### src/rtl/te_cfg_pkg.sv
// field widths for the trace packet emitter
// plain vector types for addresses, causes, branches and payload
`default_nettype none

package te_cfg_pkg;

    // widest supported address
    localparam int unsigned XLEN_MAX = 64;
    // exception cause and privilege
    localparam int unsigned CAUSE_LEN = 5;
    localparam int unsigned PRIV_LEN = 2;
    // branch count and map of format 1
    localparam int unsigned BRANCH_COUNT_LEN = 5;
    localparam int unsigned BRANCH_MAP_LEN = 31;
    // irdepth bits in the address tail
    localparam int unsigned IRDEPTH_LEN = 2;
    // longest packet is F3SF1 at 142 bits with XLEN 64
    localparam int unsigned PAYLOAD_LEN = 160;
    // payload length counted in bytes
    localparam int unsigned LEN_W = 5;

    typedef logic [CAUSE_LEN-1:0] cause_t;
    typedef logic [PRIV_LEN-1:0] priv_t;
    typedef logic [BRANCH_COUNT_LEN-1:0] branch_count_t;
    typedef logic [BRANCH_MAP_LEN-1:0] branch_map_t;
    typedef logic [PAYLOAD_LEN-1:0] payload_t;
    typedef logic [LEN_W-1:0] payload_len_t;

    // only the low XLEN bits are live, the rest stay zero
    typedef logic [XLEN_MAX-1:0] addr_t;

endpackage

`default_nettype wire
### src/rtl/te_packet_pkg.sv
// packet format, subformat and type encodings
// request and finished packet structs
`default_nettype none

package te_packet_pkg;

    typedef enum logic [1:0] {
        F_OPT_EXT    = 2'd0,
        F_DIFF_DELTA = 2'd1,
        F_ADDR_ONLY  = 2'd2,
        F_SYNC       = 2'd3
    } format_e;

    // subformats of format 3
    typedef enum logic [1:0] {
        SF_START   = 2'd0,
        SF_TRAP    = 2'd1,
        SF_CONTEXT = 2'd2,
        SF_SUPPORT = 2'd3
    } sync_subformat_e;

    typedef enum logic [2:0] {
        PT_F1    = 3'd0,
        PT_F2    = 3'd1,
        PT_F3SF0 = 3'd2,
        PT_F3SF1 = 3'd3,
        PT_F3SF2 = 3'd4,
        PT_F3SF3 = 3'd5
    } packet_type_e;

    typedef enum logic [1:0] {
        QS_NO_CHANGE  = 2'd0,
        QS_ENDED_REP  = 2'd1,
        QS_TRACE_LOST = 2'd2,
        QS_ENDED_NTR  = 2'd3
    } qual_status_e;

    typedef enum logic [2:0] {
        DELTA_ADDRESS      = 3'd0,
        FULL_ADDRESS       = 3'd1,
        IMPLICIT_EXCEPTION = 3'd2,
        SIJUMP             = 3'd3,
        IMPLICIT_RETURN    = 3'd4,
        BRANCH_PREDICTION  = 3'd5,
        JUMP_TARGET_CACHE  = 3'd6
    } ioptions_e;

    // one packet request
    typedef struct packed {
        format_e                   format;
        sync_subformat_e           subformat;
        te_cfg_pkg::cause_t        lc_cause;
        te_cfg_pkg::cause_t        tc_cause;
        te_cfg_pkg::addr_t         tval;
        logic                      lc_interrupt;
        logic                      tc_interrupt;
        // picks tc over lc for cause and interrupt
        logic                      lc_tc_sel;
        logic                      branch;
        logic                      branch_taken;
        te_cfg_pkg::priv_t         priv;
        te_cfg_pkg::addr_t         iaddr;
        logic                      thaddr;
        // trap vector bits XLEN-1:2, held right aligned
        te_cfg_pkg::addr_t         tvec;
        te_cfg_pkg::addr_t         epc;
        logic                      ienable;
        logic                      encoder_mode;
        qual_status_e              qual_status;
        ioptions_e                 ioptions;
        logic                      lc_updiscon;
        te_cfg_pkg::branch_count_t branches;
        te_cfg_pkg::branch_map_t   branch_map;
    } te_req_t;

    // finished packet
    typedef struct packed {
        packet_type_e             ptype;
        te_cfg_pkg::payload_t     payload;
        te_cfg_pkg::payload_len_t length;
    } te_packet_t;

endpackage

`default_nettype wire

### src/rtl/te_addr_compress.sv
// latest emitted address register
// differential and trap address, byte counts by sign extension
`timescale 1ns/10ps
`default_nettype none

module te_addr_compress #(
    parameter int unsigned XLEN = 64
) (
    input  logic                     clk_i,
    input  logic                     rst_ni,
    input  te_packet_pkg::te_req_t   hold_i,
    input  logic                     commit_i,
    output te_cfg_pkg::addr_t        diff_addr_o,
    output te_cfg_pkg::payload_len_t diff_bytes_o,
    output te_cfg_pkg::payload_len_t abs_bytes_o,
    output te_cfg_pkg::payload_len_t trap_bytes_o
);

    localparam int unsigned XBYTES = XLEN / 8;
    localparam te_cfg_pkg::addr_t ADDR_MASK = te_cfg_pkg::addr_t'({XLEN{1'b1}});

    te_cfg_pkg::addr_t latest_q;
    te_cfg_pkg::addr_t trap_addr;
    logic              addr_pkt;

    // fewest low bytes whose top bit sign-extends to the whole value
    function automatic te_cfg_pkg::payload_len_t byte_count(input te_cfg_pkg::addr_t a);
        te_cfg_pkg::payload_len_t n;
        logic                     fits;
        n = te_cfg_pkg::payload_len_t'(XBYTES);
        // fitting is monotone, so the last hit going down is the smallest
        for (int k = XBYTES - 1; k >= 1; k--) begin
            fits = 1'b1;
            for (int b = 8 * k - 1; b < XLEN; b++) begin
                if (a[b] != a[XLEN-1]) begin
                    fits = 1'b0;
                end
            end
            if (fits) begin
                n = te_cfg_pkg::payload_len_t'(k);
            end
        end
        return n;
    endfunction

    // full address mode sends iaddr as is
    always_comb begin
        if (hold_i.ioptions == te_packet_pkg::FULL_ADDRESS) begin
            diff_addr_o = hold_i.iaddr & ADDR_MASK;
        end else begin
            diff_addr_o = (hold_i.iaddr - latest_q) & ADDR_MASK;
        end
    end

    // tvec gets two zero bits appended
    assign trap_addr = (hold_i.thaddr ? hold_i.tvec << 2 : hold_i.epc) & ADDR_MASK;

    assign diff_bytes_o = byte_count(diff_addr_o);
    assign abs_bytes_o = byte_count(hold_i.iaddr);
    assign trap_bytes_o = byte_count(trap_addr);

    // packets that carry iaddr: F1, F2, F3SF0 and F3SF1
    assign addr_pkt = (hold_i.format == te_packet_pkg::F_DIFF_DELTA) ||
                      (hold_i.format == te_packet_pkg::F_ADDR_ONLY) ||
                      ((hold_i.format == te_packet_pkg::F_SYNC) &&
                       (hold_i.subformat inside {te_packet_pkg::SF_START,
                                                 te_packet_pkg::SF_TRAP}));

    // follows the packets as they enter the output register
    always_ff @(posedge clk_i or negedge rst_ni) begin
        if (!rst_ni) begin
            latest_q <= '0;
        end else if (commit_i && addr_pkt) begin
            latest_q <= hold_i.iaddr & ADDR_MASK;
        end
    end

    a_bytes_range : assert property (@(posedge clk_i) disable iff (!rst_ni)
        commit_i |-> diff_bytes_o inside {[1:XBYTES]} &&
                     abs_bytes_o inside {[1:XBYTES]} &&
                     trap_bytes_o inside {[1:XBYTES]})
        else $error("address byte count out of range");

endmodule

`default_nettype wire

### config.mk
export PLATFORM = sky130hd
export DESIGN_NAME = te_addr_compress
export DESIGN_NICKNAME = d
export VERILOG_FILES = /design/src/rtl/te_cfg_pkg.sv /design/src/rtl/te_packet_pkg.sv /design/src/rtl/te_addr_compress.sv
export SDC_FILE = /design/constraint.sdc
export NUM_CORES = 1
export LEC_CHECK = 0
export ABC_AREA = 1
export BUFFER_PORTS_ARGS = -buffer_cell sky130_fd_sc_hd__clkbuf_2
export CAP_MARGIN = 30
export CORE_MARGIN = 4
export CORE_UTILIZATION = 45
export DETAILED_ROUTE_END_ITERATION = 12
export PLACE_DENSITY = 0.71
export SYNTH_ARGS = -nofsm -noshare
export SYNTH_HDL_FRONTEND = slang
export SYNTH_SLANG_ARGS = --single-unit
export TNS_END_PERCENT = 1
### constraint.sdc
create_clock -name clk_i -period 5.2 [get_ports clk_i]
set_input_delay 1.04 -clock clk_i [delete_from_list [all_inputs] [get_ports clk_i]]
set_output_delay 1.04 -clock clk_i [all_outputs]
set_load 0.01 [all_outputs]
======== Word level (Yosys, flattened, before mapping) ========
Index checks and enable logic that the tools add are counted.
operators by class
  bitwise operators ....................... 0
  add/sub/neg operators ................... 1
  muxes and demuxes ....................... 695
  equality and inequality tests ........... 173
  div/mod/pow operators ................... 0
  shifts and indexed selects .............. 0
  $mul .................................... 0
  order comparisons ....................... 0
  reduce and logical (&&, ||, !) cells .... 6
operator list
  cell                count
  $mux 1              672
  $ne 1x1->1          168
  $mux 64             2
  $mux 5              16
  $sub 64x64->64      1
  $mux 4              5
  $eq 2x1->1 const B  2
  $eq 2x2->1 const B  2
  $eq 3x1->1 const B  1
  $logic_and 1x1->1   2
  $logic_not 2->1     1
  $logic_or 1x1->1    2
  $reduce_bool 2->1   1
storage, ports and cells
  bits in read-only memories .............. 0
  bits in writable memories ............... 0
  register bits after elaboration ......... 64
  memories kept ........................... 0
  word-level logic and storage cells ...... 876
  input port bits ......................... 325
  output and inout port bits .............. 79
  bits in latches ......................... 0

======== Logic depth before layout (Yosys ltp) ========
Gate-level depths: netlist of run 1.
  word-level depth ........................ 60
  gate-level depth with buffers ........... 27
  depth with buffers taken out ............ 26

======== Worst setup path after synthesis of run 1 ========
Ideal clock, no wire load.
  path type ............................... input to output
  start point ............................. in hold_i[173] (netlist bit)
  end point ............................... out diff_bytes_o[1]
  slack ................................... 655 ps
  stages .................................. 26
  buffers on the path ..................... 0
  data arrival time ....................... 3505 ps
  data required time ...................... 4160 ps
  cell sequence ........................... inv_1 ha_1 fa_1 inv_1 nand3_1 nand2_1 nand2_1 nand2_1 nand2_1 nand2_1 nand2_1 nand2_1 nand2_1 nand2_1 nand2_1 nand3_1 nand2_1 inv_1 nand2_1 nand2_1 nand3_2 nor3_4 inv_1 a21oi_1 nand2_1 inv_1
on the way
  elaborated cells on any way between the ends .. 289
RTL lines
  element              line                    text
  start, declared      te_addr_compress.sv:11  input te_packet_pkg::te_req_t hold_i,
  $sub 64x64->64 (*)   te_addr_compress.sv:51  diff_addr_o = (hold_i.iaddr - latest_q) & ADDR_MASK;
  $mux 64 (*)          te_addr_compress.sv:48  if (hold_i.ioptions == te_packet_pkg::FULL_ADDRESS) begin
  via diff_addr_o[60]  te_addr_compress.sv:13  output te_cfg_pkg::addr_t diff_addr_o,
  $ne 1x1->1 (*)       te_addr_compress.sv:35  if (a[b] != a[XLEN-1]) begin
  $mux 1 (3 in a row)  te_addr_compress.sv:35
  $mux 4 (3 in a row)  te_addr_compress.sv:39  if (fits) begin
  $mux 5 (3 in a row)  te_addr_compress.sv:39
  $mux 5 (*)           te_addr_compress.sv:39
  end, declared        te_addr_compress.sv:14  output te_cfg_pkg::payload_len_t diff_bytes_o,
The timed path passes the listed nets; every way through them passes the cells marked *.

======== Final worst setup path of run 1 ========
  start point ............................. in hold_i[175] (netlist bit)
  end point ............................... out diff_bytes_o[1]
on the way
  longest elaborated chain between the ends .. 60
  elaborated cells on any way between the ends .. 289
RTL lines
  element               line
  $sub 64x64->64 (*)    te_addr_compress.sv:51
  $mux 64 (*)           te_addr_compress.sv:48
  $ne 1x1->1            te_addr_compress.sv:35
  $mux 1 (56 in a row)  te_addr_compress.sv:35
  $mux 5 (*)            te_addr_compress.sv:39
Mark *: on every way between the ends. The rest lies on a longest branch, timed or not.

==> flow_summary.ini, run 1 <==
[yosys]
synth_fa_ha_area_share_pct = 7.08
ys_ff_latch = 64
synth_enable_flop_cells = 0
post_synth.cell_area_avg_um2 = 5.30
synth_area_um2 = 11600
synth_top_family_by_area = simple AND/OR/NAND/NOR gates
synth-xor-area-share_pct = 1.50
synth_cells = 2188
synth_ff_type = dfrtp_1
synthMuxAreaShare_pct = 1.21
synthDistinctLibCells = 61
synth_top_area_cell = nand2_1
ys_warn_count = 0
ys_seq_area_share_pct = 13.8
synthSimpleGateAreaFrac_pct = 47.0
synth_compound_area_share_pct = 12.0
yosysTopAreaCellShare_pct = 24.4
synth.area.top_cells = nand2_1 24%, inv_1 15%, dfrtp_1 14%
async_flop_share_pct = 100

[critical_path]
cp.arrival_ps = 4130
cp_max_fo = 7
cp-start-kind = input port
path_class = in2out
cp_data_required_time_ps = 4160
cp-end-kind = primary output

[routing]
ant_nets = 0
wl_per_cell_um = 17.6
drc = 0
dr.pass1.iters = 6
routed_wl_mm = 52.5
drt_iter0_drc = 1501
viasPerCell = 5.30
num_vias = 15800

[floorplanning]
dieArea_um2 = 28400
initial_utilization_pct = 45.9
io_pins = 404
fp.dieH_um = 168
num_rows = 58
die_w_um = 168
fp.coreArea_um2 = 25300

[global_routing]
grt_pass1_vias = 14800
antenna_found_initial = 0
grt_usage_pct = 35.7
grt_start_max_net_pins = 77
grt_pass1_wl_mm = 79.4
grt_overflow_total = 0

[sta]
skew_ps = 0
setup_slack_ps = 26.1
fin_crit_sh_pct = 99.5
tightest_slew_ps = 1100
setup_viol = 0
holdWs_ps = 484
fmax_mhz = 193
period_needed_ps = 5170
rsz0062_at_grt = yes
hold_violations = 0
maxSlewViolCount = 0
relSlewSlack_pct = 25.8

[clocking]
cts-hold-fix-buffers = 0
cts_buffers = 9
cts_buffer_depth = 2
h-tree-depth = 3
tritoncts = built
clkTransAtPathRegs_ps = 60
cts_root_buf = clkbuf_16
clk-insertion-delay-late_ps = 360
numClockSinks = 64

[placed_design]
dp_slack_ps = -172
place.gp.congestion = 1.00
dp_hpwl_mm = 45.1
portBuffers = 263

[outcome]
status = finished, final reports clean

[finish]
area_delta_synth_final_pct = 34.2
top_register = latest_q
insertedDiodeCount = 0
drive_gt1_share_pct = 25.2
final_nets = 3041
fill_cells = 2650
top_regs = latest_q x64
largest_reg_flops = 64
final_util_pct = 61.6

[run]
max_cap_viol_count = 0

[worst_hold_path]
hold_class = reg2reg

[power_and_ir_drop]
vdd_drop_max_mv = 0.209
power.leakage_nw = 9.29
pwr_density_cell_nw_per_um2 = 300
fin_total_pwr_mw = 4.67
## final timing paths
check / from / to / slack [ps] / cells past startpoint
max: hold_i[175] / diff_bytes_o[1] / 30 / 23
min: latest_q[45] / latest_q[45] / 480 / 2
max reg2reg: latest_q[49] / latest_q[49] / 4500 / 2
min reg2reg: latest_q[45] / latest_q[45] / 480 / 2
max in group asynchronous: rst_ni / latest_q[42] / 3420 / 2
min in group asynchronous: rst_ni / latest_q[7] / 730 / 1
## area by class of cell
type / count / area (um^2) / area share, %
Multi-Input combinational cell: 1606 / 8320 / 53.5
Inverter: 477 / 1800 / 11.5
Tap cell: 330 / 413 / 2.65
Clock buffer: 9 / 225 / 1.45
Clock inverter: 7 / 101 / 0.651
Sequential cell: 64 / 1600 / 10.3
Timing Repair Buffer: 493 / 3100 / 19.9
## metal layers
| metal | wire, um | GRT usage (%) | vias up | share of wire, % |
|---|---|---|---|---|
| met5 | 0 | 0 | - | 0 |
| met4 | 2900 | 17.4 | 0 | 5.5 |
| met3 | 4420 | 5.49 | 122 | 8.4 |
| met2 | 23900 | 59.8 | 754 | 46 |
| met1 | 21300 | 45.0 | 7183 | 41 |
| li1 | - | - | 7756 | - |
## cells in the final DEF (no fill, tap or decap), types with 5 or more instances in the layout
master	instances
nand3_2	11
nor4_1	17
o21ai_0	109
mux2i_1	14
a21oi_1	68
nor3_1	21
nand2_4	9
xnor2_1	12
o21bai_1	8
ha_2	14
or2_2	5
nand3_1	148
dfrtp_1	64
o41ai_1	6
ha_1	47
inv_1	466
nand3b_1	5
xor2_1	6
buf_4	226
a21oi_2	17
nand2_2	37
nor2_1	161
nand4_1	63
clkbuf_2	261
nor2_2	29
nand2_1	734
clkbuf_16	9
a31oi_1	5
o21ai_1	6
inv_2	9
## metrics by stage
step                      instances  instance area, um^2  TNS [ps]
after detailed placement       2966                14900      -376
final                          2986                15600         0
after floorplan                2190                11600         0
after global routing           2986                15600      -324
after global placement         2965                14900     -59.2
after CTS                      2982                15200     -4.31
## power breakdown
part           total (mW)  internal, mW  switching [mW]
Combinational        3.30          1.27            2.03
Clock               0.737         0.426           0.311
Sequential          0.627         0.583          0.0442
Total                4.67          2.28            2.39
## cells in the mapped netlist (4+ instances only)
master	count
nand2_1	753
inv_1	468
nor2_1	180
nand3_1	154
o21ai_0	113
a21oi_1	83
dfrtp_1	64
ha_1	64
nand4_1	63
clkbuf_1	30
nor3_1	24
nand2_2	20
nor4_1	17
mux2i_1	14
xnor2_1	12
nor2_2	10
o21bai_1	8
inv_2	7
nand2_4	7
nand3_2	7
o41ai_1	6
xor2_1	6
a31oi_1	5
buf_2	5
nand3b_1	5
or2_2	5
a21oi_2	4
buf_4	4
## repair_timing
action	CTS	global route
pin swaps	0	9
gates resized for setup	14	79
setup buffers	0	4
gates cloned	0	0
endpoints found under the setup margin	3	4
## critical path, cell delays in order
cell and delay (ps):
clkbuf_2 100, ha_2 420, nand3_2 140, nand2_4 110, nand2_2 60, nand2_4 110, nand2_4 70, nand2_4 140
nand2_1 90, nand2_1 200, nand3_1 250, nand3_1 140, nand2_1 100, o21ai_0 160, nand2_1 70, nand2_1 60
nand2_1 110, nor3_4 230, inv_2 100, a21oi_2 150, nand2_1 80, inv_1 60, clkbuf_2 120
## logic make-up (layout without fill, tap and decap cells)
family	Yosys count	in the layout
AOI/OAI and AO/OA	246	246
and+or+nand+nor	1259	1259
xor gates and xnor gates	19	19
muxes	14	14
other	1	3
buffers and inverters	520	986
DFF	64	64
adders and majority gates	65	65
Note: power is estimated with default switching activity, not from simulation.
==> inputs of run 2 (changes only) <==
--- a/config.mk
+++ b/config.mk
@@ -12,6 +12,7 @@
 export CORE_UTILIZATION = 45
 export DETAILED_ROUTE_END_ITERATION = 12
 export PLACE_DENSITY = 0.71
+export REMOVE_ABC_BUFFERS = 1
 export SYNTH_ARGS = -nofsm -noshare
 export SYNTH_HDL_FRONTEND = slang
 export SYNTH_SLANG_ARGS = --single-unit
==> constraint.sdc (replaced) <==
create_clock -name clk_i -period 6 [get_ports clk_i]
set_input_delay 1.2 -clock clk_i [delete_from_list [all_inputs] [get_ports clk_i]]
set_output_delay 1.2 -clock clk_i [all_outputs]
set_load 0.01 [all_outputs]
==> run 2 against run 1 <==
  * Sequential power is 13% lower
  * Global-route usage fell by 1.9 points
  * Register-to-register slack gained 780 ps
==> flow_summary.ini, run 2 (synthesis gave the netlist of run 1 again) <==
[power_and_ir_drop]
fin_total_pwr_mw = 3.60
pwr_density_cell_nw_per_um2 = 256
vdd_drop_max_mv = 0.164
power.leakage_nw = 8.45

[global_routing]
grt_overflow_total = 0
use_met1_pct = 43.7
grt_pass1_wl_mm = 74.7
antenna_found_initial = 1
use_met2_pct = 56.1
grt_busiest_layer = met2
grt_start_max_net_pins = 71
grt_pass1_vias = 13800
grt_usage_pct = 33.8
grt_use_met3_pct = 6.26

[outcome]
status = finished, final reports clean

[clocking]
numClockSinks = 64
clkTransAtPathRegs_ps = 60
h-tree-depth = 3
clk-insertion-delay-late_ps = 350
tritoncts = built
cts_setup_buffers = 0
cts_buffer_depth = 2
cts_root_buf = clkbuf_16
cts_buffers = 9

[placed_design]
dp_hpwl_mm = 42.7
portBuffers = 263
place.gp.congestion = 1.02
dpl.cell_count = 2800
placed_area_um2 = 13600
dp_slack_ps = 114

[floorplanning]
fp.coreArea_um2 = 25300
io_pins = 404
dieArea_um2 = 28400
num_rows = 58
initial_utilization_pct = 45.9
fp.dieH_um = 168
die_w_um = 168

[critical_path]
r2r-end = latest_q[1]
cp.arrival_ps = 4520
cp-startpoint = hold_i[194]
path_class = in2out
r2r_slack_ps = 5280
reg2reg_from = latest_q[1]
cp-end-kind = primary output
cp-start-kind = input port
ff2ff_path_depth = 2
crit_end = diff_bytes_o[0]
cp_max_fo = 5
cp_data_required_time_ps = 4800

[sta]
fin_crit_sh_pct = 95.3
hold_violations = 0
tightest_slew_ps = 874
holdWs_ps = 485
relSlewSlack_pct = 41.7
setup_slack_ps = 283
skew_ps = 0
maxSlewViolCount = 0
setup_viol = 0
finalSetupTns_ps = 0
fmax_mhz = 175
period_needed_ps = 5720

[finish]
area_delta_synth_final_pct = 21.2
layout_common_cells = 744 x nand2_1, 467 x inv_1, 262 x clkbuf_2
stdcell_area_um2 = 14000
insertedDiodeCount = 0
final_common_cell = nand2_1
largest_reg_flops = 64
fin_cells = 2816
top_regs = latest_q x64
drive_gt1_share_pct = 17.9
top_register = latest_q
final_nets = 2872
final_util_pct = 55.6

[routing]
drc = 0
dr.pass1.iters = 6
ant_nets = 0
drt_iter0_drc = 1275
routed_wl_mm = 49.8
viasPerCell = 5.32
num_vias = 15000
wl_per_cell_um = 17.7

[run]
max_cap_viol_count = 0

[worst_hold_path]
hold_class = reg2reg
-- run 2: cell types whose count changed in the layout (fill, tap and decap cells not counted), sizes merged --
cell	before	now
clkbuf	270	272
buf	232	62
inv	479	476
clkinv	1	3
bufinv	2	1
-- run 2: what timing repair did --
item / 4_1_cts / 5_1_grt
endpoints found under the hold margin: 0 / 0
endpoints found under the setup margin: 0 / 3
hold buffers: 0 / 0
resized for setup: 0 / 31
-- run 2: layer usage --
metal	part of all wire (%)	wire length [um]
met1	42	20700
met2	45	22500
met3	8.7	4310
met4	4.5	2220
met5	0.026	13
-- run 2: layout make-up --
class | instances | area [um^2]
clock buffers | 10 | 229
fillers | 2767 | 11200
flip-flops and latches | 64 | 1600
multi-input cells | 1606 | 8100
well taps | 330 | 413
inverters | 477 | 1790
repair buffers | 324 | 1850
clock inverters | 5 | 58.8
-- run 2: worst min path at each step --
| stage | startpoint | to | depth (start not counted) |
|---|---|---|---|
| after floorplan | latest_q[10] | latest_q[10] | 2 |
| after global routing | latest_q[26] | latest_q[26] | 2 |
| after detailed placement | latest_q[40] | latest_q[40] | 2 |
| after global placement | latest_q[31] | latest_q[31] | 2 |
| final | latest_q[37] | latest_q[37] | 2 |
| after CTS | latest_q[40] | latest_q[40] | 2 |
-- run 2: worst max-delay path, cell delays in order --
cell      delay [ps]
clkbuf_2         100
ha_1             420
nand2_1          180
nor2_2           240
nand2_1          130
nor2_1           350
nand3_1          290
nand2_1          130
nand2_1           50
nand3_1           60
nand2_1           80
nor2_1           120
nand3_1           90
nand2_2          150
nand2_1          130
o21ai_0          200
buf_4            150
nand3_1           90
a21oi_1          180
clkbuf_2         160
-- run 2: where the power goes --
group	leakage, nW	switching, mW	internal [mW]
combinational	7.54	1.66	0.832
sequential	0.776	0.0377	0.505
clock	0.135	0.243	0.321
