--- src/rtl/te_cfg_pkg.sv ---
// field widths for the trace packet emitter
// plain vector types for addresses, causes, branches and payload
`default_nettype none

package te_cfg_pkg;

    // widest supported address
    localparam int unsigned XLEN_MAX = 64;
    // exception cause and privilege
    localparam int unsigned CAUSE_LEN = 5;
    localparam int unsigned PRIV_LEN = 2;
    // branch count and map of format 1
    localparam int unsigned BRANCH_COUNT_LEN = 5;
    localparam int unsigned BRANCH_MAP_LEN = 31;
    // irdepth bits in the address tail
    localparam int unsigned IRDEPTH_LEN = 2;
    // longest packet is F3SF1 at 142 bits with XLEN 64
    localparam int unsigned PAYLOAD_LEN = 160;
    // payload length counted in bytes
    localparam int unsigned LEN_W = 5;

    typedef logic [CAUSE_LEN-1:0] cause_t;
    typedef logic [PRIV_LEN-1:0] priv_t;
    typedef logic [BRANCH_COUNT_LEN-1:0] branch_count_t;
    typedef logic [BRANCH_MAP_LEN-1:0] branch_map_t;
    typedef logic [PAYLOAD_LEN-1:0] payload_t;
    typedef logic [LEN_W-1:0] payload_len_t;

    // only the low XLEN bits are live, the rest stay zero
    typedef logic [XLEN_MAX-1:0] addr_t;

endpackage

`default_nettype wire
--- src/rtl/te_packet_pkg.sv ---
// packet format, subformat and type encodings
// request and finished packet structs
`default_nettype none

package te_packet_pkg;

    typedef enum logic [1:0] {
        F_OPT_EXT    = 2'd0,
        F_DIFF_DELTA = 2'd1,
        F_ADDR_ONLY  = 2'd2,
        F_SYNC       = 2'd3
    } format_e;

    // subformats of format 3
    typedef enum logic [1:0] {
        SF_START   = 2'd0,
        SF_TRAP    = 2'd1,
        SF_CONTEXT = 2'd2,
        SF_SUPPORT = 2'd3
    } sync_subformat_e;

    typedef enum logic [2:0] {
        PT_F1    = 3'd0,
        PT_F2    = 3'd1,
        PT_F3SF0 = 3'd2,
        PT_F3SF1 = 3'd3,
        PT_F3SF2 = 3'd4,
        PT_F3SF3 = 3'd5
    } packet_type_e;

    typedef enum logic [1:0] {
        QS_NO_CHANGE  = 2'd0,
        QS_ENDED_REP  = 2'd1,
        QS_TRACE_LOST = 2'd2,
        QS_ENDED_NTR  = 2'd3
    } qual_status_e;

    typedef enum logic [2:0] {
        DELTA_ADDRESS      = 3'd0,
        FULL_ADDRESS       = 3'd1,
        IMPLICIT_EXCEPTION = 3'd2,
        SIJUMP             = 3'd3,
        IMPLICIT_RETURN    = 3'd4,
        BRANCH_PREDICTION  = 3'd5,
        JUMP_TARGET_CACHE  = 3'd6
    } ioptions_e;

    // one packet request
    typedef struct packed {
        format_e                   format;
        sync_subformat_e           subformat;
        te_cfg_pkg::cause_t        lc_cause;
        te_cfg_pkg::cause_t        tc_cause;
        te_cfg_pkg::addr_t         tval;
        logic                      lc_interrupt;
        logic                      tc_interrupt;
        // picks tc over lc for cause and interrupt
        logic                      lc_tc_sel;
        logic                      branch;
        logic                      branch_taken;
        te_cfg_pkg::priv_t         priv;
        te_cfg_pkg::addr_t         iaddr;
        logic                      thaddr;
        // trap vector bits XLEN-1:2, held right aligned
        te_cfg_pkg::addr_t         tvec;
        te_cfg_pkg::addr_t         epc;
        logic                      ienable;
        logic                      encoder_mode;
        qual_status_e              qual_status;
        ioptions_e                 ioptions;
        logic                      lc_updiscon;
        te_cfg_pkg::branch_count_t branches;
        te_cfg_pkg::branch_map_t   branch_map;
    } te_req_t;

    // finished packet
    typedef struct packed {
        packet_type_e             ptype;
        te_cfg_pkg::payload_t     payload;
        te_cfg_pkg::payload_len_t length;
    } te_packet_t;

endpackage

`default_nettype wire

--- src/rtl/te_req_stage.sv ---
// one-entry input register for packet requests
// flush pulse for the branch map after each accepted request
`timescale 1ns/10ps
`default_nettype none

module te_req_stage (
    input  logic                   clk_i,
    input  logic                   rst_ni,
    input  logic                   req_valid_i,
    input  te_packet_pkg::te_req_t req_i,
    output logic                   req_ready_o,
    output logic                   hold_valid_o,
    output te_packet_pkg::te_req_t hold_o,
    input  logic                   hold_ready_i,
    output logic                   branch_map_flush_o
);

    logic accept;

    // empty, or the held request moves on this cycle
    assign req_ready_o = ~hold_valid_o | hold_ready_i;
    assign accept = req_valid_i & req_ready_o;

    always_ff @(posedge clk_i or negedge rst_ni) begin
        if (!rst_ni) begin
            hold_valid_o <= 1'b0;
            branch_map_flush_o <= 1'b0;
        end else begin
            if (req_ready_o) begin
                hold_valid_o <= req_valid_i;
            end
            // one cycle after the transfer
            branch_map_flush_o <= accept;
        end
    end

    always_ff @(posedge clk_i) begin
        if (accept) begin
            hold_o <= req_i;
        end
    end

    // a stalled request stays put until taken
    a_req_stable : assert property (@(posedge clk_i) disable iff (!rst_ni)
        req_valid_i && !req_ready_o |=> req_valid_i && $stable(req_i))
        else $error("request changed while stalled");

endmodule

`default_nettype wire

--- config.mk ---
export PLATFORM = sky130hd
export DESIGN_NAME = te_req_stage
export DESIGN_NICKNAME = d
export VERILOG_FILES = /design/src/rtl/te_cfg_pkg.sv /design/src/rtl/te_packet_pkg.sv /design/src/rtl/te_req_stage.sv
export SDC_FILE = /design/constraint.sdc
export NUM_CORES = 1
export LEC_CHECK = 0
export ABC_CLOCK_PERIOD_IN_PS = 3600
export BUFFER_PORTS_ARGS = -buffer_cell sky130_fd_sc_hd__buf_4
export CAP_MARGIN = 20
export CORE_AREA = 3 3 252 254
export CTS_CLUSTER_DIAMETER = 120
export DETAILED_ROUTE_END_ITERATION = 16
export DIE_AREA = 0 0 255 257
export GPL_ROUTABILITY_DRIVEN = 0
export PLACE_DENSITY_LB_ADDON = 0.2
export SKIP_CTS_REPAIR_TIMING = 1
export SLEW_MARGIN = 40
export SYNTH_ARGS = -nofsm -noshare
export SYNTH_HDL_FRONTEND = slang
export SYNTH_SLANG_ARGS = --single-unit
--- constraint.sdc ---
create_clock -name clk_i -period 3.6 [get_ports clk_i]
set_input_delay 0.72 -clock clk_i [delete_from_list [all_inputs] [get_ports clk_i]]
set_output_delay 0.72 -clock clk_i [all_outputs]
set_load 0.02 [all_outputs]
# --- Yosys cells after proc, flatten, opt, wreduce, memory -nomap -nowiden ---
# Cells that the tools add are included.
classes:
  n_bitwise: 3
op_table:
  columns: ["operator", "n"]
  rows:
  - ["AND 1 bit", 1]
  - ["inverter 1 bit", 1]
  - ["OR 1 bit", 1]
word_totals:
  reg_bits: 324
  out_inout_bits: 325
  word_cells: 27

# --- Logic depth before layout (Yosys ltp) ---
# Gate-level depths: netlist (run 1).
logic_depth:
  word_depth: 3
  ltp_mapped: 2

# --- Worst setup path before layout (run 1) ---
# OpenSTA, ideal clock, no wires.
synth_timing:
  kind: "input-to-reg"
  from: "input hold_ready_i"
  to: "register hold_o[0] in the netlist's numbering, enable pin"
  setup_ns: 0.464
  t_arrival_ns: 3.128
  t_required_ns: 3.136
  setup_slack_ns: 0.008
  path_stages: 2
  path_cell_list: "nand2b_4 -> and2_4"
synth_via:
  elab_chain_cells: 2
synth_rtl:
  columns: ["item", "line_no", "rtl"]
  rows:
  - ["start: declaration", "te_req_stage.sv:14", "input logic hold_ready_i,"]
  - ["OR 1 bit", "te_req_stage.sv:21", "assign req_ready_o = ~hold_valid_o | hold_ready_i;"]
  - ["AND 1 bit", "te_req_stage.sv:22", "assign accept = req_valid_i & req_ready_o;"]
  - ["net accept", "te_req_stage.sv:18", "logic accept;"]
  - ["end signal: assignment", "te_req_stage.sv:39", "hold_o <= req_i;"]
  - ["end: declaration", "te_req_stage.sv:13", "output te_packet_pkg::te_req_t hold_o,"]
# The timed path passes the listed nets, and every way through them passes these cells.
# A chain may end at the register's enable or synchronous reset.

# --- Final worst setup path (run 1) ---
layout_timing:
  from: "register hold_valid_o"
  to: "output req_ready_o"
layout_via:
  elab_chain_cells: 2
layout_rtl:
  columns: ["item", "line_no", "rtl"]
  rows:
  - ["start: declaration", "te_req_stage.sv:12", "output logic hold_valid_o,"]
  - ["start signal: assignment", "te_req_stage.sv:30", "hold_valid_o <= req_valid_i;"]
  - ["inverter 1 bit", "te_req_stage.sv:21", null]
  - ["OR 1 bit", "te_req_stage.sv:21", null]
  - ["end: declaration", "te_req_stage.sv:11", "output logic req_ready_o,"]
# Every way passes these cells.

==> results of run 1 <==
-- power by group through the flow --
| stage | logic, mW | registers, mW | clock network (mW) |
|---|---|---|---|
| floorplan | 0.0698 | 4.81 | 0 |
| global placement | 1.01 | 4.54 | 0 |
| detailed placement | 1.01 | 4.54 | 0 |
| CTS | 1.01 | 4.47 | 3.90 |
| global route | 1.05 | 4.48 | 4.06 |
| finish | 0.985 | 4.46 | 3.74 |
-- state kept, by name, summed over array words and instances, names as in the netlist --
signal and count:
hold_o 322, branch_map_flush_o 1, hold_valid_o 1
-- layout make-up --
cell class,count,area (sq um)
Sequential cell,324,9720
Timing Repair Buffer,667,5080
Clock inverter,23,159
Multi-Input combinational cell,3,28.8
Clock buffer,46,1050
Fill cell,6286,44400
Tap cell,790,988
-- through the flow --
stage / hold WS [ps] / setup slack, ps / instances
after detailed placement: 508 / 1290 / 1783
after global placement: 507 / 1280 / 1783
final: 355 / 1700 / 1853
after global routing: 313 / 1610 / 1853
after floorplan: 424 / 8.31 / 327
after CTS: -100 / 1630 / 1852
-- kinds of logic (layout without fill, tap and decap cells) --
family                 after synthesis  after routing
buffers and inverters                0            736
flip-flops                         324            324
AND/OR/NAND/NOR                      3              3
-- worst max-delay path, cell delays in order, from the launching register on --
cell,delay (ps)
dfrtp_1,410
nand2b_4,80
buf_4,150
-- cell usage after synthesis, drive strengths merged --
cell type and n:
edfxtp 322, and2 1, dfrtp 2, nand2b 2
-- path summary, 6_finish.rpt --
kind                                                endpoint  slack [ps]  cells after the start
worst min register to register      hold_valid_o$_DFFE_PN0P_         550                      2
worst max register to register         hold_o[256]$_DFFE_PP_        1770                      3
worst min-delay path                   hold_o[169]$_DFFE_PP_         360                      1
max in group asynchronous       branch_map_flush_o$_DFF_PN0_        3010                      2
worst max-delay path                             req_ready_o        1700                      2
min in group asynchronous           hold_valid_o$_DFFE_PN0P_         500                      2
-- cells in the final DEF, fill, tap and decap left out --
master,count
clkinv_2,9
clkinv_1,10
clkinvlp_4,1
nand2b_1,1
clkbuf_8,1
clkbuf_1,4
clkbuf_16,41
bufinv_16,2
and2_4,1
buf_12,6
dfrtp_1,2
inv_6,1
buf_4,660
edfxtp_1,322
dlygate4sd3_1,1
nand2b_4,1
-- layer usage --
metal	part of all wire	vias to the layer above	wire length, um
li1	-	2764	-
met2	0.54	368	18300
met1	0.31	2866	10300
met5	0.00039	-	13
met4	0.031	2	1030
met3	0.12	62	4030
==> run summary, run 1 <==
Gr ovfl total - 0
Distinct cells, synth - 5
Sequential-to-total area share from yosys stat - 0.997
Die Area - 65500 sq um
Max-cap violations - 0
Synth Area in Simple Gates - 0.00295
First-pass GRT wire length - 45900 um
Post-synth top area cell - edfxtp_1
DR pass1 iterations - 4
Skew-Pair Late Insertion Delay - 540 ps
Final Setup Violations - 0
Main combinational cell family by area after synthesis - simple AND/OR/NAND/NOR gates
Setup Total Neg Slack - 0 ps
Int Power - 7.11 mW
Vias in the first global route - 6729
CTS HTree Levels - 2
Via count - 6062
Part of the cycle the worst path needs - 0.528
Reg power frac - 0.486
R2r startpoint - hold_valid_o$_DFFE_PN0P_
Syn Area/Cell - 29.8 sq um
Row Count - 91
Initial antenna violation count - 2
Largest net degree at the start of global routing - 49
Net Sw Power - 2.08 mW
Synth warn - 0
Initial DRC Count - 243
Critical Path Fanout Max - 3
CTS buffer count - 38
Syn Inst Count - 327
Clock buffer depth - 3
Synth Cell Area - 9750 sq um
DRT antenna net count - 0
Worst-Margin Slew - 723 ps
Post-Synth XOR/XNOR Area - 0
Syn_nets - 653
Met3 Use GR - 0.0466
Placed Area - 15800 sq um
CTS Root Cell - clkbuf_16
Fmax - 526 MHz
Placeable Area - 61500 sq um
RSZ-0062 raised after global routing - no
Diode count - 0
CP Launch Type - flop
Adder-Cell Fraction of Synth Area - 0
Pwr dens - 539 nW/um^2
Layout cells sized above 1 - 0.680
Seq cells post-synth - 324
Status - complete, no violations
GR peak layer - met2
Chip Width - 255 um
Critical Path AT - 1180 ps
Die span in y - 257 um
Mux cell area share after synthesis - 0
Compound-Gate Fraction of Synth Area - 0
Worst Setup SP - hold_valid_o$_DFFE_PN0P_
# DRC - 0
Io pins - 651
Dominant cells by area after synthesis - edfxtp_1, dfrtp_1, nand2b_4, and2_4, nand2b_1
Setup crit end kind - output port
Drt wl/cell - 18.2 um
DP HPWL - 26600 um
Starting Density - 0.159
Setup Skew - 22.2 ps
Critical Path RT - 2880 ps
Layout area overhead - 74.8%
Port Buffers - 650
Clock group share of total power - 0.407
Final Util - 0.277
Clock Sink Count - 324
Total wire length - 33600 um
Sw frac - 0.226
Power Total - 9.19 mW
Post-synth top area share - 0.992
Tightest Hold Check Type - in2reg
Max_slew headroom - 0.518
Vias per std cell - 3.27
Design area - 17000 sq um
TritonCTS clock tree - yes
Clock slew at reported path FFs - 60 ps
Comb pwr share - 0.107
GRT Overall Usage - 0.0972
Leakage power - 6.94 nW
Worst Hold Launch - req_i[169]
GR Util met1 - 0.0880
Peak VDD IR - 0.000342 V
Final min period - 1900 ps
Max-slew violations - 0
Global-route met2 utilization - 0.184
Final nets - 1360
Crit path kind - reg2out
Final hold vios - 0
(Power assumes the default switching activity.)
==> run 2: changes to the inputs <==
ABC_CLOCK_PERIOD_IN_PS = 1850   (was 3600)
clock period = 1.85 ns   (was 3.6 ns; I/O delays follow)
==> run 2 against run 1 <==
Die area unchanged. Largest power group unchanged. Highest routed layer unchanged. Utilization is 5.1 points higher. Sequential share of layout area is 8.9 points lower.
==> run summary, run 2 (same netlist as run 1, synthesis figures left out) <==
Part of the cycle the worst path needs - 0.848
Most frequent cells in the layout - buf_4, edfxtp_1, dlygate4sd3_1
DRT antenna net count - 0 (unchanged)
Worst Hold Launch - req_i[177]
Reg power frac - 0.484 (-0.002)
Via count - 7307 (+21%)
Placed cell count - 1788 (+0.28%)
Drt wl/cell - 16.3 um (-10%)
Biggest registers after layout - hold_o x322, branch_map_flush_o x1, hold_valid_o x1
Worst-Margin Slew - 218 ps (-505 ps)
Metal3 WL - 3250 um (-19%)
Placed Area - 15900 sq um (+0.40%)
TritonCTS clock tree - yes
Max FFs per register - 322 (unchanged)
First-pass GRT wire length - 46000 um (about the same)
Critical Path AT - 1200 ps (+20 ps)
Reg area - 9720 sq um (about the same)
Fillers - 6036 (-4.0%)
GRT Overall Usage - 0.0968 (-0.000390)
Hold worst-path end - hold_o[177]$_DFFE_PP_
RSZ-0062 raised after global routing - no
Peak VDD IR - 0.000599 V (+75%)
Net Sw Power - 4.12 mW (+98%)
Crit path kind - reg2out
CP Launch Type - flop
DP HPWL - 26800 um (+0.78%)
Die span in y - 257 um (unchanged)
Worst path bufs/invs - 1 (unchanged)
Number of cells on the critical path - 2 (unchanged)
Clock group share of total power - 0.375 (-0.032)
Total wire length - 35400 um (+5.4%)
Layout cells sized above 1 - 0.519 (-0.161)
CTS HTree Levels - 2 (unchanged)
Fmax - 637 MHz
DR top layer - met5
DR pass1 iterations - 4 (unchanged)
Starting Density - 0.159 (unchanged)
Clock Sink Count - 324 (unchanged)
Final Setup Violations - 0 (unchanged)
CTS buffer count - 39 (+2.6%)
Hold slack - 48.3 ps (-307 ps)
Sw frac - 0.230 (+0.00331)
Multi-input gate area - 28.8 sq um (unchanged)
Slowest-stage cell, CP - dfrtp_2
Clock buffer depth - 3 (unchanged)
Largest net degree at the start of global routing - 32 (-35%)
Final hold vios - 0 (unchanged)
CTS Root Cell - clkbuf_16
Cell Count, Final, Fillers Out - 2174 (+17%)
Routed length on met2 - 19300 um (+5.8%)
Final Util - 0.328 (+0.0510)
CP delay by family, top - flip-flops
Chip Width - 255 um (unchanged)
Initial DRC Count - 303 (+25%)
Design area - 20200 sq um (+18%)
Crit-path cells - nand2b_4 > buf_4
Initial antenna violation count - 2 (unchanged)
Reg2reg setup slack - 380 ps (-1390 ps)
R2r startpoint - hold_valid_o$_DFFE_PN0P_
Max-slew violations - 0 (unchanged)
Hold path depth - 1 (unchanged)
Skew-Pair Late Insertion Delay - 530 ps (about the same)
Pwr dens - 889 nW/um^2 (+65%)
Max_slew headroom - 0.855 (+0.337)
Gr ovfl total - 0 (unchanged)
Vias per std cell - 3.36 (+2.7%)
# DRC - 0 (unchanged)
Setup crit end kind - output port
Port Buffers - 650 (unchanged)
Layout area overhead - 107%
Max-cap violations - 0 (unchanged)
Critical register-to-register path endpoint - hold_o[22]$_DFFE_PP_
Critical Path RT - 1480 ps (-1400 ps)
Int Power - 13.8 mW (+94%)
Slowest cell delay on critical path - 420 ps (about the same)
Final min period - 1570 ps
Final nets - 1684 (+24%)
Row Count - 91 (unchanged)
Vias in the first global route - 6784 (+0.82%)
Power Total - 17.9 mW (+95%)
Setup Skew - 13.3 ps (-8.92 ps)
Clock slew at reported path FFs - 50 ps (about the same)
Io pins - 651 (unchanged)
Placeable Area - 61500 sq um (unchanged)
R2R depth - 4 (+1)
Critical Path Fanout Max - 3 (unchanged)
Tightest Hold Check Type - in2reg
M1 WL - 11800 um (+15%)
Leakage power - 8.23 nW (+19%)
Die Area - 65500 sq um (unchanged)
Comb pwr share - 0.140 (+0.033)
Status - complete, no violations
Largest reg by FF count - hold_o
Commonest non-fill, non-tap cell in the layout - buf_4
-- run 2: changes by cell type in the layout (fill, tap and decap cells not counted), moves of 2 or more --
cell / previous run / this run
dlygate4sd3_1: 1 / 319
clkinv_1: 10 / 12
bufinv_16: 2 / 0
buf_12: 6 / 8
clkbuf_1: 4 / 10
clkinv_2: 9 / 2
buf_4: 660 / 663
clkbuf_16: 41 / 39
-- run 2: power by group through the flow --
stage / clock network, mW / logic (mW) / registers (mW)
after floorplan: 0 / 0.136 / 9.37
after global placement: 0 / 1.98 / 8.84
after detailed placement: 0 / 1.98 / 8.84
after CTS: 7.06 / 1.98 / 8.69
after global routing: 7.37 / 2.67 / 8.72
final: 6.73 / 2.52 / 8.69
-- run 2: how the worst max path moves through the flow --
stage                                   from                     to  slack (ps)
global route        hold_valid_o$_DFFE_PN0P_            req_ready_o         190
CTS                 hold_valid_o$_DFFE_PN0P_            req_ready_o         200
floorplan           hold_valid_o$_DFFE_PN0P_    hold_o[0]$_DFFE_PP_       -1440
detailed placement              hold_ready_i   hold_o[22]$_DFFE_PP_         260
finish              hold_valid_o$_DFFE_PN0P_            req_ready_o         280
global placement                hold_ready_i  hold_o[109]$_DFFE_PP_         270
-- run 2: area by class of cell --
cell class | instances | share of cell area
multi-input combinational | 3 | 0.00143
sequential | 324 | 0.482
clock inverter | 17 | 0.00416
clock buffer | 49 | 0.0503
antenna | 1 | 0.000124
timing repair buffer | 990 | 0.413
tap | 790 | 0.0490
-- run 2: per-layer routing --
metal  vias to the layer above  GRT usage
met5                         -          0
met4                         2     0.0360
met3                        66     0.0453
met2                       361      0.182
met1                      3472     0.0894
li1                       3406          -
-- run 2: stage by stage --
step	TNS, ps	worst slack (ps)
6_report	0	281
5_1_grt	0	192
4_1_cts	0	200
3_5_place_dp	0	265
3_3_place_gp	0	272
2_1_floorplan	-466150	-1440
==> run 3: changes to the inputs <==
ABC_CLOCK_PERIOD_IN_PS = 1280   (was 1850)
CORE_AREA = 3 3 250 252   (was 3 3 252 254)
DIE_AREA = 0 0 253 255   (was 0 0 255 257)
clock period = 1.28 ns   (was 1.85 ns; I/O delays follow)
==> run 3 against run 2 <==
The run now ends with setup timing left. Routed wire length is 13% higher. Combinational power is 79% higher. Clock power is 60% higher. Critical endpoint is now hold_o[40]$_DFFE_PP_.
==> run summary, run 3 (same netlist as run 1, synthesis figures left out) <==
Status - complete, but fails checks
Failing checks - setup timing
Sw frac - 0.229 (-0.000407)
Starting Density - 0.162 (+0.00296)
Placed Area - 16000 sq um (+0.98%)
Biggest registers after layout - hold_o x322, branch_map_flush_o x1, hold_valid_o x1
Final Setup Violations - 634 (+634)
Clock Sink Count - 324 (unchanged)
Part of the cycle the worst path needs - 1.18
Max FFs per register - 322 (unchanged)
Io pins - 651 (unchanged)
Max-slew violations - 0 (unchanged)
Initial DRC Count - 258 (-15%)
Row Count - 90 (-1.1%)
Fin worst setup slack - -233 ps (-513 ps)
Clock group share of total power - 0.386 (+0.011)
TritonCTS clock tree - yes
Total wire length - 40200 um (+13%)
Largest reg by FF count - hold_o
Die Area - 64500 sq um (-1.6%)
First-pass GRT wire length - 46200 um (+0.54%)
Worst-Margin Slew - 239 ps (+21.2 ps)
Drt wl/cell - 18.0 um (+10%)
Layout area overhead - 132%
RSZ-0062 raised after global routing - yes
CTS buffer count - 40 (+2.6%)
# DRC - 0 (unchanged)
Commonest non-fill, non-tap cell in the layout - buf_4
Max_slew headroom - 0.841 (-0.0142)
GRT Overall Usage - 0.0996 (+0.00286)
Skew-Pair Late Insertion Delay - 540 ps (about the same)
Largest net degree at the start of global routing - 24 (-25%)
DP HPWL - 28100 um (+5.0%)
Clock slew at reported path FFs - 50 ps (about the same)
Vias in the first global route - 6766 (-0.27%)
Design area - 22600 sq um (+12%)
Critical Path Fanout Max - 8 (+5)
Fmax - 661 MHz
Reg power frac - 0.453 (-0.031)
CTS Root Cell - clkbuf_16
Net Sw Power - 6.42 mW (+56%)
Pwr dens - 1240 nW/um^2 (+39%)
Layout cells sized above 1 - 0.541 (+0.0222)
Vias per std cell - 3.46 (+2.9%)
Die span in y - 255 um (-0.78%)
Placeable Area - 60400 sq um (-1.8%)
Critical Path RT - 1540 ps (+60 ps)
Final min period - 1510 ps
Critical Path AT - 1770 ps (+570 ps)
Final Util - 0.374 (+0.0464)
Setup Skew - 18.2 ps (+4.89 ps)
DR pass1 iterations - 4 (unchanged)
Port Buffers - 650 (unchanged)
DRT antenna net count - 0 (unchanged)
Most frequent cells in the layout - buf_4, buf_6, dlygate4sd3_1
Via count - 7738 (+5.9%)
Final hold vios - 0 (unchanged)
Chip Width - 253 um (-0.78%)
Max-cap violations - 0 (unchanged)
Gr ovfl total - 0 (unchanged)
Crit path kind - reg2reg
Tightest Hold Check Type - in2async
Int Power - 21.6 mW (+56%)
Leakage power - 9.22 nW (+12%)
CP Launch Type - flop
Clock buffer depth - 3 (unchanged)
Initial antenna violation count - 6 (+4)
Peak VDD IR - 0.000886 V (+48%)
Fillers - 5655 (-6.3%)
Comb pwr share - 0.161 (+0.021)
Final nets - 1747 (+3.7%)
CTS HTree Levels - 2 (unchanged)
Setup crit end kind - flop
-- run 3: cell types whose count changed in the layout (fill, tap and decap cells not counted) --
cell | previous run | this run
dlygate4sd3_1 | 319 | 325
inv_6 | 2 | 3
buf_4 | 663 | 346
diode_2 | 1 | 5
clkinvlp_4 | 0 | 2
buf_8 | 0 | 25
clkinv_1 | 12 | 6
clkbuf_16 | 39 | 58
bufinv_16 | 0 | 3
buf_12 | 8 | 7
clkinv_2 | 2 | 6
inv_8 | 1 | 0
buf_16 | 0 | 5
buf_6 | 0 | 327
-- run 3: cell type report --
type	instances	area, sq um	share of cell area
diodes	5	12.5	0.000554
clock buffers	51	1060	0.0471
clock inverters	20	184	0.00814
multi-input cells	3	28.8	0.00127
flip-flops and latches	324	9720	0.430
well taps	782	978	0.0433
repair buffers	1052	10600	0.470
-- run 3: critical path: stages (launching register included) --
cell,delay (ps)
dfrtp_2,420
nand2b_4,80
and2_4,200
buf_12,170
buf_16,170
clkbuf_16,170
-- run 3: power by group through the flow --
stage / registers [mW] / clock network [mW] / logic, mW
final: 12.7 / 10.8 / 4.51
after global routing: 12.7 / 11.7 / 4.74
after CTS: 12.6 / 11.3 / 2.94
after detailed placement: 12.8 / 0 / 2.94
after global placement: 12.8 / 0 / 2.93
after floorplan: 13.5 / 0 / 0.197
-- run 3: path summary, 6_finish.rpt --
kind                                          startpoint                      endpoint  cells after the start  slack [ps]
min in group clk_i                          hold_ready_i      hold_valid_o$_DFFE_PN0P_                      4          80
max in group asynchronous                         rst_ni  branch_map_flush_o$_DFF_PN0_                      3         590
worst max register to register  hold_valid_o$_DFFE_PN0P_          hold_o[40]$_DFFE_PP_                      5        -230
worst max-delay path            hold_valid_o$_DFFE_PN0P_          hold_o[40]$_DFFE_PP_                      5        -230
worst min-delay path                              rst_ni      hold_valid_o$_DFFE_PN0P_                      2          40
worst min register to register  hold_valid_o$_DFFE_PN0P_      hold_valid_o$_DFFE_PN0P_                      3         640
-- run 3: stage by stage --
| step | hold WS (ps) | power (mW) | std cells | worst slack, ps | TNS (ps) |
|---|---|---|---|---|---|
| final | 37.3 | 28.0 | 2237 | -233 | -67400 |
| after global routing | 11.9 | 29.2 | 2237 | -275 | -101260 |
| after CTS | -570 | 26.8 | 1873 | -305 | -82400 |
| after detailed placement | 53.6 | 15.7 | 1802 | -201 | -41400 |
| after global placement | 54.6 | 15.7 | 1802 | -206 | -41700 |
| after floorplan | -39.6 | 13.7 | 327 | -2010 | -650260 |
-- run 3: per-layer routing --
metal	track usage	routed length [um]	vias to the layer above
li1	-	-	3558
met1	0.0918	13700	3736
met2	0.188	21800	377
met3	0.0517	3670	65
met4	0.0346	976	2
met5	0	13	-
